[src/include/cpu_consts.svh]
`ifndef CPU_CONSTS_SVH
`define CPU_CONSTS_SVH

// data path and instruction word width
`define CPU_DATA_W 16

// general purpose registers R0..R7
`define CPU_REG_CNT 8

// program memory holds 256 words
`define CPU_IMEM_AW 8

// data memory holds 256 words, addressed by the low byte of rs
`define CPU_DMEM_AW 8

`endif

[src/hw/cpuPkg.sv]
`default_nettype none

`include "cpu_consts.svh"

package cpuPkg;

  typedef logic [`CPU_DATA_W-1:0] dataWordT;
  typedef logic [$clog2(`CPU_REG_CNT)-1:0] regAddrT;
  typedef logic [`CPU_IMEM_AW-1:0] imemAddrT;
  typedef logic [`CPU_DMEM_AW-1:0] dmemAddrT;
  typedef logic [2:0] ccrT;  // {carry, negative, zero}

  localparam int ccrZeroBit = 0;
  localparam int ccrNegBit = 1;
  localparam int ccrCarryBit = 2;

  typedef enum logic [4:0] {
    NOP = 5'd0,
    ADD = 5'd1,
    SUB = 5'd2,
    AND = 5'd3,
    OR  = 5'd4,
    NOT = 5'd5,
    MOV = 5'd6,
    LDM = 5'd7,   // immediate in the following word
    LDD = 5'd8,
    STD = 5'd9,
    HLT = 5'd10
  } opcodeT;

  typedef enum logic [2:0] {
    IDLE,
    FETCH,
    IMMFETCH,
    DECODE,
    EXECUTE,
    MEMORY,
    WRITEBACK,
    HALT
  } cpuStateT;

  // word layout: opcode[15:11] rd[10:8] rs[7:5] rt[4:2] spare[1:0]
  typedef struct packed {
    opcodeT opcode;
    regAddrT rd;
    regAddrT rs;
    regAddrT rt;
    logic [1:0] spare;
  } instrT;

  typedef struct packed {
    opcodeT opcode;
    dataWordT rsVal;
    dataWordT rtVal;
    dataWordT imm;
    regAddrT rd;
    logic regWrite;
    logic memRead;
    logic memWrite;
  } decExT;

  typedef struct packed {
    dataWordT result;
    dmemAddrT addr;
    dataWordT storeData;
    regAddrT rd;
    logic regWrite;
    logic memRead;
    logic memWrite;
  } exMemT;

  typedef struct packed {
    dataWordT value;
    regAddrT rd;
    logic regWrite;
  } wbT;

endpackage

`default_nettype wire

[src/hw/executeUnit.sv]
`timescale 1ns/1ps
`default_nettype none

`include "cpu_consts.svh"

module executeUnit
  import cpuPkg::*;
(
  input  logic  clk,
  input  logic  rst,
  input  logic  executeEn,
  input  decExT decEx,
  output exMemT exMem,
  output ccrT   ccr
);

  logic [`CPU_DATA_W:0] aluOut;   // extra bit is carry / borrow
  dataWordT result;
  logic aluOp;
  logic arithOp;

  always_comb
  begin
    case (decEx.opcode)
      ADD:     aluOut = {1'b0, decEx.rsVal} + {1'b0, decEx.rtVal};
      SUB:     aluOut = {1'b0, decEx.rsVal} - {1'b0, decEx.rtVal};
      AND:     aluOut = {1'b0, decEx.rsVal & decEx.rtVal};
      OR:      aluOut = {1'b0, decEx.rsVal | decEx.rtVal};
      NOT:     aluOut = {1'b0, ~decEx.rsVal};
      MOV:     aluOut = {1'b0, decEx.rsVal};
      LDM:     aluOut = {1'b0, decEx.imm};
      default: aluOut = '0;   // memory ops and NOP use no result
    endcase
  end

  assign result  = aluOut[`CPU_DATA_W-1:0];
  assign arithOp = (decEx.opcode == ADD) || (decEx.opcode == SUB);
  assign aluOp   = decEx.opcode inside {ADD, SUB, AND, OR, NOT};

  always_ff @(posedge clk or posedge rst)
  begin
    if (rst)
    begin
      ccr   <= '0;
      exMem <= '0;
    end
    else if (executeEn)
    begin
      if (aluOp)
      begin
        ccr[ccrZeroBit] <= (result == '0);
        ccr[ccrNegBit]  <= result[`CPU_DATA_W-1];
        if (arithOp)
          ccr[ccrCarryBit] <= aluOut[`CPU_DATA_W];  // logic ops keep old carry
      end
      exMem.result    <= result;
      exMem.addr      <= decEx.rsVal[`CPU_DMEM_AW-1:0];
      exMem.storeData <= decEx.rtVal;
      exMem.rd        <= decEx.rd;
      exMem.regWrite  <= decEx.regWrite;
      exMem.memRead   <= decEx.memRead;
      exMem.memWrite  <= decEx.memWrite;
    end
  end

endmodule

`default_nettype wire

[config.mk]
export PLATFORM = sky130hd
export DESIGN_NAME = executeUnit
export DESIGN_NICKNAME = d
export VERILOG_FILES = /design/src/hw/cpuPkg.sv /design/src/hw/executeUnit.sv
export VERILOG_INCLUDE_DIRS = /design/src /design/src/include
export SDC_FILE = /design/constraint.sdc
export NUM_CORES = 1
export LEC_CHECK = 0
export ABC_AREA = 1
export BUFFER_PORTS_ARGS = -buffer_cell sky130_fd_sc_hd__buf_2
export CAP_MARGIN = 10
export CORE_MARGIN = 2
export CORE_UTILIZATION = 45
export CTS_BUF_LIST = sky130_fd_sc_hd__clkbuf_2 sky130_fd_sc_hd__clkbuf_4 sky130_fd_sc_hd__clkbuf_8
export DETAILED_ROUTE_END_ITERATION = 8
export GPL_TIMING_DRIVEN = 0
export PLACE_DENSITY = 0.7
export SETUP_SLACK_MARGIN = 0.05
export SLEW_MARGIN = 20
export SYNTH_ARGS = -nofsm -noshare
export SYNTH_HDL_FRONTEND = slang
export SYNTH_SLANG_ARGS = --single-unit
[constraint.sdc]
create_clock -name clk -period 2.14 [get_ports clk]
set_input_delay 0.107 -clock clk [delete_from_list [all_inputs] [get_ports clk]]
set_output_delay 0.107 -clock clk [all_outputs]
set_load 0.005 [all_outputs]
## Word-level counts from Yosys, hierarchy flattened

Cells that the tools add are included.

- Register bits after elaboration: 49
- Input bits: 62
- Output and inout bits: 49
- Word-level logic and storage cells: 27

- $add $sub $neg: 2
- Equal/unequal tests: 7
- Mux-type cells: 1
- Bitwise operators: 3
- Reduce and logical (&&, ||, !) cells: 5

Operator list:

| kind | number |
|---|---|
| $pmux W17 S7 | 1 |
| $eq A5 B3 Y1 const B | 4 |
| $add A16 B16 Y17 | 1 |
| $sub A16 B16 Y17 | 1 |
| $and A16 B16 Y16 | 1 |
| $logic_not A16 Y1 | 1 |
| $not A16 Y16 | 1 |
| $or A16 B16 Y16 | 1 |
| $eq A5 B2 Y1 const B | 2 |
| $eq A5 B1 Y1 const B | 1 |
| $reduce_bool A5 Y1 | 1 |
| $reduce_and A3 Y1 | 1 |
| $reduce_and A2 Y1 | 1 |
| $logic_or A1 B1 Y1 | 1 |

## Longest topological paths before layout

Gate-level depths: netlist (run 1).

- Word-level depth: 3
- Mapped depth: 24

## Least setup slack after synthesis (run 1)

No wires, ideal clock.

- Path kind: input port to flip-flop
- Start: input port decEx[56] in the netlist's numbering
- End: register ccr[0]
- Setup time: 0.065 ns
- Arrival time: 2.377 ns
- Required time: 2.075 ns
- Slack: -0.302 ns
- Stages: 22
- Buffers on the path: 1
- Path through: buf_4 > inv_1 > nand2_4 > nor2_4 > inv_2 > o21ai_2 > nand2_4 > nor2_4 > nand2_2 > xor2_1 > ha_1 > nand2_1 > nor2_1 > and2_1 > nand2_1 > a21oi_1 > nor2_1 > nor2_1 > nand2_1 > nor2_1 > nand2_1 > nand2_1

- Cells in the longest elaborated chain, start to end: 3

RTL lines:

| what | line | RTL |
|---|---|---|
| start, declared | executeUnit.sv:12 | `input decExT decEx,` |
| $eq A5 B3 Y1, or another cell as far along | executeUnit.sv:24 | `case (decEx.opcode)` |
| $pmux W17 S7 / $reduce_bool A5 Y1 (equally long branches) | executeUnit.sv:24, executeUnit.sv:38 |  |
| $logic_not A16 Y1 / $reduce_and A2 Y1 (equally long branches) | n/a |  |
| end signal, assigned by index | executeUnit.sv:51 | `ccr[ccrZeroBit] <= (result == '0);` |
| end signal, assigned by index | executeUnit.sv:52 | `` ccr[ccrNegBit] <= result[`CPU_DATA_W-1]; `` |
| end signal, assigned by index | executeUnit.sv:54 | `` ccr[ccrCarryBit] <= aluOut[`CPU_DATA_W]; `` |
| end, declared | executeUnit.sv:14 | `output ccrT ccr` |

Several ways; a longest one is shown, not always the timed one.
A chain may end at the register's enable or synchronous reset.

## Final worst setup path (run 1)

- Start: input port decEx[58] in the netlist's numbering
- End: register ccr[2]

- Cells in the longest elaborated chain, start to end: 3

RTL lines:

| what | line |
|---|---|
| $eq A5 B1 Y1, or another cell as far along | executeUnit.sv:24, executeUnit.sv:37, executeUnit.sv:38 |
| $reduce_bool A5 Y1 / $logic_or A1 B1 Y1 (equally long branches) | executeUnit.sv:38, executeUnit.sv:37 |
| $reduce_and A3 Y1 (no source line) | n/a |

Several ways; a longest one is shown, not always the timed one.

==> results of run 1 <==
==> timing repair <==
| action | 4_1_cts | 5_1_grt |
|---|---|---|
| endpoints found under the setup margin | 15 | 11 |
| resized for setup | 67 | 107 |
| setup buffers | 18 | 9 |
| hold buffers | 3 | 0 |
| gates cloned | 0 | 1 |
| hold endpoints to repair | 22 | 0 |
| pin swaps | 40 | 52 |
==> power by group through the flow <==
stage | logic [mW] | registers, mW | clock network (mW)
global route | 1.26 | 1.07 | 0.693
global placement | 0.823 | 1.08 | 0
floorplan | 0.511 | 1.08 | 0
finish | 1.15 | 1.06 | 0.647
detailed placement | 0.845 | 1.08 | 0
CTS | 0.950 | 1.06 | 0.657
==> path summary, 6_finish.rpt <==
path / start / end / slack, ns / depth (start not counted)
max in group asynchronous: rst / exMem[15] / 1.26 / 4
worst min-delay path: decEx[3] / exMem[3] / 0.01 / 3
worst max register to register: exMem[36] / exMem[36] / 1.44 / 2
worst max-delay path: decEx[58] / ccr[2] / -0.23 / 19
min in group asynchronous: rst / exMem[9] / 0.37 / 3
worst min register to register: exMem[5] / exMem[5] / 0.47 / 2
==> cell type report <==
class	instances	area, sq um
Clock buffer	5	68.8
Inverter	86	340
Tap cell	108	135
Sequential cell	49	1230
Multi-Input combinational cell	504	3140
Clock inverter	2	35.0
Timing Repair Buffer	140	857
Buffer	16	96.3
Fill cell	797	2910
==> worst reg2reg max path: cells and delay by family (launching register included) <==
| kind | cells | cell delay (ns) |
|---|---|---|
| AO/OA/AOI/OAI | 1 | 0.05 |
| flip-flops | 1 | 0.41 |
| AND/OR/NAND/NOR | 1 | 0.12 |
==> cell families (layout without fill, tap and decap cells) <==
group,count (synthesis),after routing,share of synthesized area
and+or+nand+nor,381,381,0.394
AOI/OAI and AO/OA,88,88,0.116
adders and majority gates,20,20,0.0625
buffers and inverters,102,249,0.0988
xor gates and xnor gates,15,15,0.0318
DFF,49,49,0.297
==> cell usage in the layout (no fill, tap or decap), drive strengths merged, types with 3 or more instances in the layout <==
cell | netlist | routed
a21oi | 29 | 29
a31oi | 11 | 11
buf | 6 | 142
clkbuf | 10 | 16
dfrtp | 49 | 49
dlygate4sd3 | 0 | 3
ha | 19 | 19
inv | 86 | 86
nand2 | 233 | 233
nand3 | 47 | 47
nand4 | 7 | 7
nor2 | 82 | 82
nor3 | 5 | 5
o21ai | 43 | 43
xor2 | 14 | 14
==> flip-flops by register name (all words and copies together) (netlist names) <==
register	flops
exMem	46
ccr	3
==> through the flow <==
stage,hold WS [ns],cells,TNS [ns],setup WS [ns],instance area (sq um)
floorplan,0.224,655,-0.533,-0.222,4180
global placement,0.308,871,-7.39,-0.839,4850
detailed placement,0.150,872,-8.01,-0.871,4870
CTS,0.00496,900,-0.588,-0.190,5390
global route,0.00621,910,-1.69,-0.366,5890
finish,0.0138,910,-0.783,-0.228,5890
==> per-layer routing <==
layer  vias up  wire [microns]
met3        24             990
met1      2273            6540
li1       2356               -
met2       212            7050
met5         -               0
met4         0             292
==> results.sh, run 1 <==
export IMPL_status="finished, violations left"
export IMPL_violations="negative setup slack"
export IMPL_synth_common_cells="229 x nand2_1, 84 x inv_1, 76 x nor2_1"
export IMPL_grt_busiest_layer="met2"
export IMPL_synthDistinctLibCells=36
export IMPL_relSlewSlack=0.663
export IMPL_grt_util_all_layers=0.286
export IMPL_ir_drop_mv=0.463
export IMPL_yosysMostFrequentCell="nand2_1"
export IMPL_finalNetCount=884
export IMPL_dr_total_vias=4865
export IMPL_ys_seq_elements=49
export IMPL_slew_violations=0
export IMPL_syn_area_per_cell_sq_um=6.30
export IMPL_numCtsBuffers=5
export IMPL_fin_skew_ns=0
export IMPL_finalCriticalPeriod_ns=2.37
export IMPL_synth_top_area_share=0.297
export IMPL_holdCritPathClass="in2reg"
export IMPL_grt_pass1_vias=4559
export IMPL_rsz0062_at_grt="yes"
export IMPL_async_flop_share=1.00
export IMPL_fin_crit_sh=1.11
export IMPL_cp_required_ns=2.32
export IMPL_synth_cells=655
export IMPL_clk_latency_ns=0.30
export IMPL_powerDensity_nw_per_um2=485
export IMPL_grt_pass1_wl_mm=22.4
export IMPL_grt_use_met3=0.0372
export IMPL_power_leakage_nw=3.11
export IMPL_drv_cap=0
export IMPL_slowest_delay_ns=0.38
export IMPL_start_util=0.469
export IMPL_cp_top_family="simple AND/OR/NAND/NOR gates"
export IMPL_timing_fmax_mhz=422
export IMPL_crit_fanout=4
export IMPL_die_area_sq_um=9950
export IMPL_synthFlopType="dfrtp_1"
export IMPL_critPathLaunchType="input pin"
export IMPL_ios=111
export IMPL_clk_path_buf_depth=2
export IMPL_grt_overflow=0
export IMPL_antenna_cells=0
export IMPL_combPwrFrac=0.402
export IMPL_totalWireLength_mm=14.9
export IMPL_power_mw=2.86
export IMPL_netlist_area_sq_um=4130
export IMPL_port_buffers=108
export IMPL_ys_seq_area_frac=0.297
export IMPL_post_dp_hpwl_mm=11.1
export IMPL_htree_levels=2
export IMPL_core_area_sq_um=8810
export IMPL_synth_area_leaders="dfrtp_1 30%, nand2_1 21%, inv_1 7.6%, nor2_1 6.9%, ha_1 5.8%"
export IMPL_row_count=34
export IMPL_grt_use_met2=0.465
export IMPL_crit_type="in2reg"
export IMPL_cts_root_buf="clkbuf_8"
export IMPL_grt_antenna_before_repair=0
export IMPL_worstPathCellList="buf_8 > nor2_8 > nand2_4 > nor2_4 > inv_4 > o21ai_4 > nand2_4 > nor2_4 > nand2_2 > buf_4 > a21oi_2 > xor2_1 > ha_1 > inv_2 > nor3_2 > o21ai_1 > o2111ai_2 > xor2_1 > a21oi_1"
export IMPL_drt_iter0_markers=347
export IMPL_drive_gt1_frac=0.370
export IMPL_clk_pin_slew_ns=0.09
export IMPL_hold_viol_final=0
export IMPL_worst_slew_pin_slew_ns=0.505
export IMPL_seq_power_share=0.372
export IMPL_numClockSinks=49
export IMPL_fp_dieH_microns=99.8
export IMPL_final_util=0.669
export IMPL_crit_buf_inv=4
export IMPL_setup_viol=6
export IMPL_setup_ws_ns=-0.228
export IMPL_synth_top_area_cell="dfrtp_1"
export IMPL_synthToLayoutAreaGrowth_pct=42.8
export IMPL_p_int_mw=1.81
export IMPL_drt_pass1_iter_count=6
export IMPL_cts_tree="built"
export IMPL_chipWidth_microns=99.8
export IMPL_ant_nets=0
export IMPL_arrival_ns=2.55
export IMPL_grt_max_degree=30
export IMPL_end_kind="flop"
export IMPL_vias_per_cell=5.35
export IMPL_met1_usage=0.395
export IMPL_drcViolationCount=0
export IMPL_syn_nets=737
export IMPL_clkPwrFrac=0.226
export IMPL_swShare=0.366
export IMPL_synth_edf_count=0
export IMPL_worst_path_max_delay_cell="ha_1"
export IMPL_synth_warnings=0
export IMPL_p_sw_mw=1.05
export IMPL_gp_congestion=0.976
export IMPL_wl_per_cell_microns=16.3
No activity file was read; power rests on OpenSTA's default activity.
==> run 2: changes to the inputs <==
==> constraint.sdc (replaced) <==
create_clock -name clk -period 2.14 [get_ports clk]
set_input_delay 0.214 -clock clk [delete_from_list [all_inputs] [get_ports clk]]
set_output_delay 0.214 -clock clk [all_outputs]
set_load 0.005 [all_outputs]
==> results.sh, run 2 (same netlist as run 1, synthesis figures left out) <==
export IMPL_met1_usage=0.391
export IMPL_violations="negative setup slack"
export IMPL_setup_viol=6
export IMPL_largest_register="exMem"
export IMPL_relSlewSlack=0.650
export IMPL_fin_crit_sh=1.13
export IMPL_end_kind="flop"
export IMPL_gp_congestion=0.965
export IMPL_wl_per_cell_microns=16.0
export IMPL_drv_cap=0
export IMPL_grt_busiest_layer="met2"
export IMPL_slew_violations=0
export IMPL_fin_skew_ns=0
export IMPL_dr_total_vias=4835
export IMPL_swShare=0.380
export IMPL_combPwrFrac=0.416
export IMPL_layout_commonest_cell="nand2_1"
export IMPL_arrival_ns=2.67
export IMPL_clkPwrFrac=0.203
export IMPL_numCtsBuffers=5
export IMPL_grt_pass1_vias=4645
export IMPL_finalCriticalPeriod_ns=2.42
export IMPL_drt_iter0_markers=210
export IMPL_ir_drop_mv=0.237
export IMPL_timing_fmax_mhz=413
export IMPL_fin_area_sq_um=5900
export IMPL_fillers=800
export IMPL_drcViolationCount=0
export IMPL_fp_dieH_microns=99.8
export IMPL_holdCritPathClass="in2reg"
export IMPL_crit_type="in2reg"
export IMPL_grt_util_all_layers=0.285
export IMPL_row_count=34
export IMPL_hold_viol_final=0
export IMPL_cp_required_ns=2.39
export IMPL_dp_cells=872
export IMPL_grt_pass1_wl_mm=22.5
export IMPL_clk_latency_ns=0.30
export IMPL_grt_overflow=0
export IMPL_chipWidth_microns=99.8
export IMPL_ios=111
export IMPL_cts_root_buf="clkbuf_8"
export IMPL_grt_max_degree=29
export IMPL_crit_fanout=4
export IMPL_htree_levels=2
export IMPL_worst_slew_pin_slew_ns=0.524
export IMPL_totalWireLength_mm=14.6
export IMPL_seq_power_share=0.381
export IMPL_grt_use_met2=0.468
export IMPL_post_dp_hpwl_mm=11.0
export IMPL_numClockSinks=49
export IMPL_clk_pin_slew_ns=0.09
export IMPL_powerDensity_nw_per_um2=473
export IMPL_cts_tree="built"
export IMPL_status="finished, violations left"
export IMPL_p_int_mw=1.73
export IMPL_grt_use_met3=0.0344
export IMPL_final_cell_mix="195 x nand2_1, 103 x buf_2, 70 x inv_1"
export IMPL_start_util=0.469
export IMPL_p_sw_mw=1.06
export IMPL_power_leakage_nw=3.14
export IMPL_grt_antenna_before_repair=0
export IMPL_rsz0062_at_grt="yes"
export IMPL_placed_area_sq_um=4880
export IMPL_hold_slack_ns=0.102
export IMPL_vias_per_cell=5.28
export IMPL_die_area_sq_um=9950
export IMPL_largest_reg_flops=46
export IMPL_critPathLaunchType="input pin"
export IMPL_port_buffers=108
export IMPL_ant_nets=0
export IMPL_antenna_cells=0
export IMPL_setup_ws_ns=-0.279
export IMPL_top_regs="exMem (46), ccr (3)"
export IMPL_power_mw=2.79
export IMPL_synthToLayoutAreaGrowth_pct=42.9
export IMPL_fin_cells=915
export IMPL_finalNetCount=888
export IMPL_clk_path_buf_depth=2
export IMPL_core_area_sq_um=8810
export IMPL_drt_pass1_iter_count=6
export IMPL_drive_gt1_frac=0.366
[run 2: final cells by class]
type                       instances  area, sq um  share of cell area
inverter                          86          348              0.0590
tap                              108          135              0.0229
multi-input combinational        504         3120               0.529
clock inverter                     2         15.0             0.00255
buffer                            16         92.6              0.0157
clock buffer                       6         76.3              0.0129
sequential                        49         1230               0.208
timing repair buffer             144          886               0.150
[run 2: critical path, cell delays in order]
cell and delay, ns:
buf_8 0.11, inv_6 0.06, ha_4 0.15, nand3_4 0.09, nor2_4 0.14, nand3_2 0.11
nor2_4 0.15, nor2_2 0.06, xor2_1 0.14, ha_2 0.43, buf_6 0.13, nand3_2 0.06
nand2_2 0.07, a21oi_2 0.04, buf_4 0.14, a21oi_4 0.14, nor2_4 0.07, nor2_2 0.10
nand2_1 0.06, nor2_1 0.10, nand2_1 0.05, nand2_1 0.05
[run 2: power by group through the flow]
stage | registers, mW | logic [mW] | clock network [mW]
after global placement | 1.08 | 0.827 | 0
final | 1.06 | 1.16 | 0.566
after global routing | 1.07 | 1.28 | 0.609
after CTS | 1.06 | 0.929 | 0.567
after floorplan | 1.08 | 0.515 | 0
after detailed placement | 1.08 | 0.848 | 0
[run 2: final timing paths]
kind                            startpoint        end  slack, ns  depth (start not counted)
worst max-delay path             decEx[22]     ccr[0]      -0.28                         22
worst min-delay path              decEx[3]   exMem[3]       0.10                          3
worst max register to register   exMem[37]  exMem[37]       1.44                          2
worst min register to register    exMem[0]   exMem[0]       0.47                          2
max in group asynchronous              rst  exMem[17]       1.17                          4
min in group asynchronous              rst   exMem[9]       0.47                          3
[run 2: what timing repair did]
item / in CTS / in global routing
buffers inserted: 21 / 13
setup endpoints to repair: 17 / 16
hold buffers: 1 / 0
endpoints found under the hold margin: 21 / 0
resized for setup: 48 / 122
pin swaps: 34 / 60
[run 2: stage by stage]
step	utilization	setup slack, ns	TNS [ns]
detailed placement	0.554	-0.900	-9.78
CTS	0.601	-0.267	-1.14
floorplan	-	-0.329	-1.25
finish	0.670	-0.279	-1.23
global route	0.670	-0.427	-2.11
global placement	0.552	-0.878	-9.14
[run 2: per-layer routing]
layer,routed length (microns),share of wire
met2,6980,0.48
met4,295,0.020
met3,802,0.055
met5,0,0
met1,6540,0.45
==> run 3: changes to the inputs <==
==> constraint.sdc (replaced) <==
create_clock -name clk -period 2.14 [get_ports clk]
set_input_delay 0 -clock clk [delete_from_list [all_inputs] [get_ports clk]]
set_output_delay 0 -clock clk [all_outputs]
set_load 0.005 [all_outputs]
==> results.sh, run 3 (same netlist as run 1, synthesis figures left out) <==
export IMPL_core_area_sq_um=8810
export IMPL_drt_pass1_iter_count=6
export IMPL_start_util=0.469
export IMPL_setup_viol=3
export IMPL_rsz0062_at_grt="yes"
export IMPL_r2r_slack_ns=1.43
export IMPL_slowest_delay_ns=0.33
export IMPL_wl_per_cell_microns=16.1
export IMPL_placed_area_sq_um=4860
export IMPL_crit_type="in2reg"
export IMPL_multi_input_area_sq_um=3000
export IMPL_holdCritPathClass="in2reg"
export IMPL_whs_path_depth=3
export IMPL_worstPathCellList="buf_6 > nor2_8 > nand2_4 > nor2_4 > inv_4 > o21ai_4 > nand2_4 > nor2_4 > nand2_2 > xor2_2 > ha_4 > nand2_2 > nand2_2 > nand3_2 > nand2_2 > a21oi_2 > buf_4 > a21oi_2 > nor2_2 > nor2_2 > nand2_1 > nor2_1 > nand2_1 > nand2_1"
export IMPL_drt_iter0_markers=368
export IMPL_worst_slew_pin_slew_ns=0.511
export IMPL_finalCriticalPeriod_ns=2.21
export IMPL_grt_util_all_layers=0.295
export IMPL_drv_cap=0
export IMPL_min_from="decEx[42]"
export IMPL_synthToLayoutAreaGrowth_pct=41.7
export IMPL_critPathLaunchType="input pin"
export IMPL_post_dp_hpwl_mm=11.2
export IMPL_htree_levels=2
export IMPL_vias_per_cell=5.40
export IMPL_timing_fmax_mhz=452
export IMPL_worst_path_max_delay_cell="ha_4"
export IMPL_power_leakage_nw=3.14
export IMPL_critical_path_depth=24
export IMPL_fin_skew_ns=0
export IMPL_finalNetCount=895
export IMPL_cp_required_ns=2.40
export IMPL_fin_crit_sh=1.03
export IMPL_grt_overflow=0
export IMPL_numCtsBuffers=5
export IMPL_fp_dieH_microns=99.8
export IMPL_violations="negative setup slack"
export IMPL_hold_viol_final=0
export IMPL_seq_area_sq_um=1230
export IMPL_cp_top_family="simple AND/OR/NAND/NOR gates"
export IMPL_grt_pass1_wl_mm=23.2
export IMPL_port_buffers=108
export IMPL_numClockSinks=49
export IMPL_final_cell_mix="211 x nand2_1, 103 x buf_2, 77 x inv_1"
export IMPL_clk_pin_slew_ns=0.11
export IMPL_grt_antenna_before_repair=0
export IMPL_r2r_end="exMem[37]"
export IMPL_crit_buf_inv=3
export IMPL_chipWidth_microns=99.8
export IMPL_reg2regPathDepth=2
export IMPL_die_area_sq_um=9950
export IMPL_crit_fanout=4
export IMPL_layout_commonest_cell="nand2_1"
export IMPL_slew_violations=0
export IMPL_setup_ws_ns=-0.0726
export IMPL_arrival_ns=2.48
export IMPL_drive_gt1_frac=0.326
export IMPL_grt_pass1_vias=4653
export IMPL_status="finished, violations left"
export IMPL_gp_congestion=0.988
export IMPL_cts_tree="built"
export IMPL_totalWireLength_mm=14.8
export IMPL_largest_register="exMem"
export IMPL_ios=111
export IMPL_drcViolationCount=0
export IMPL_row_count=34
export IMPL_fin_area_sq_um=5850
export IMPL_powerDensity_nw_per_um2=469
export IMPL_top_regs="exMem (46), ccr (3)"
export IMPL_dr_total_vias=4975
export IMPL_min_to="exMem[26]"
export IMPL_relSlewSlack=0.659
export IMPL_ir_drop_mv=0.271
export IMPL_worstReg2RegStart="exMem[37]"
export IMPL_crit_path_frequent_cell="nand2_2"
export IMPL_clk_path_buf_depth=2
export IMPL_end_kind="flop"
export IMPL_ant_nets=0
export IMPL_antenna_cells=0
export IMPL_fillers=788
export IMPL_power_mw=2.74
export IMPL_largest_reg_flops=46
export IMPL_grt_max_degree=31
export IMPL_cts_root_buf="clkbuf_8"
export IMPL_clk_latency_ns=0.31
-- run 3: changes by cell type in the layout (fill, tap and decap cells not counted), moves of 4 or more --
cell / previous run / this run
inv_1: 70 / 77
nand3_1: 25 / 30
nand3_2: 18 / 14
nand2_2: 21 / 13
nand2_1: 195 / 211
dlygate4sd3_1: 1 / 12
buf_4: 35 / 30
nand2_4: 17 / 9
inv_2: 10 / 4
-- run 3: how the worst max path moves through the flow --
stage                          from     end
after global placement    decEx[23]  ccr[0]
after detailed placement  decEx[23]  ccr[0]
after global routing      decEx[23]  ccr[0]
after CTS                 decEx[57]  ccr[0]
after floorplan           decEx[58]  ccr[0]
final                     decEx[58]  ccr[0]
-- run 3: cell type report --
| class | instances | area share |
|---|---|---|
| Buffer | 16 | 0.0158 |
| Clock inverter | 2 | 0.00257 |
| Timing Repair Buffer | 151 | 0.164 |
| Inverter | 86 | 0.0591 |
| Tap cell | 108 | 0.0231 |
| Sequential cell | 49 | 0.210 |
| Multi-Input combinational cell | 504 | 0.513 |
| Clock buffer | 6 | 0.0131 |
-- run 3: where the power goes --
group / internal, mW / total, mW / leakage (nW) / switching [mW]
sequential: 1.01 / 1.06 / 0.603 / 0.0503
combinational: 0.444 / 1.09 / 2.50 / 0.649
clock: 0.244 / 0.585 / 0.0408 / 0.341
total: 1.70 / 2.74 / 3.14 / 1.04
-- run 3: per-stage QoR --
step	hold WS [ns]	utilization	setup TNS (ns)	std cells	setup WS (ns)
2_1_floorplan	0.117	-	-0.153	655	-0.115
3_3_place_gp	0.202	0.549	-5.71	871	-0.759
3_5_place_dp	0.0329	0.552	-6.45	872	-0.790
4_1_cts	0.00477	0.629	-0.0219	910	-0.0219
5_1_grt	0.00969	0.664	-0.888	922	-0.240
6_report	0.00685	0.664	-0.141	922	-0.0726
-- run 3: worst register-to-register path, cell delays in order (launching register included) --
cell	delay, ns
dfrtp_1	0.43
nor2_1	0.11
a31oi_1	0.05
-- run 3: layer usage --
| metal | GRT usage | share of wire | up-vias |
|---|---|---|---|
| met3 | 0.0379 | 0.064 | 30 |
| met2 | 0.488 | 0.48 | 222 |
| li1 | - | - | 2394 |
| met5 | 0 | 0 | - |
| met1 | 0.403 | 0.43 | 2329 |
| met4 | 0.0938 | 0.023 | 0 |
-- run 3: repair_timing --
item | in CTS | in global routing
gates resized for setup | 87 | 59
pin swaps | 37 | 40
setup endpoints to repair | 11 | 9
buffers inserted | 19 | 10
hold endpoints to repair | 28 | 2
hold buffers | 10 | 2
cloned | 1 | 0
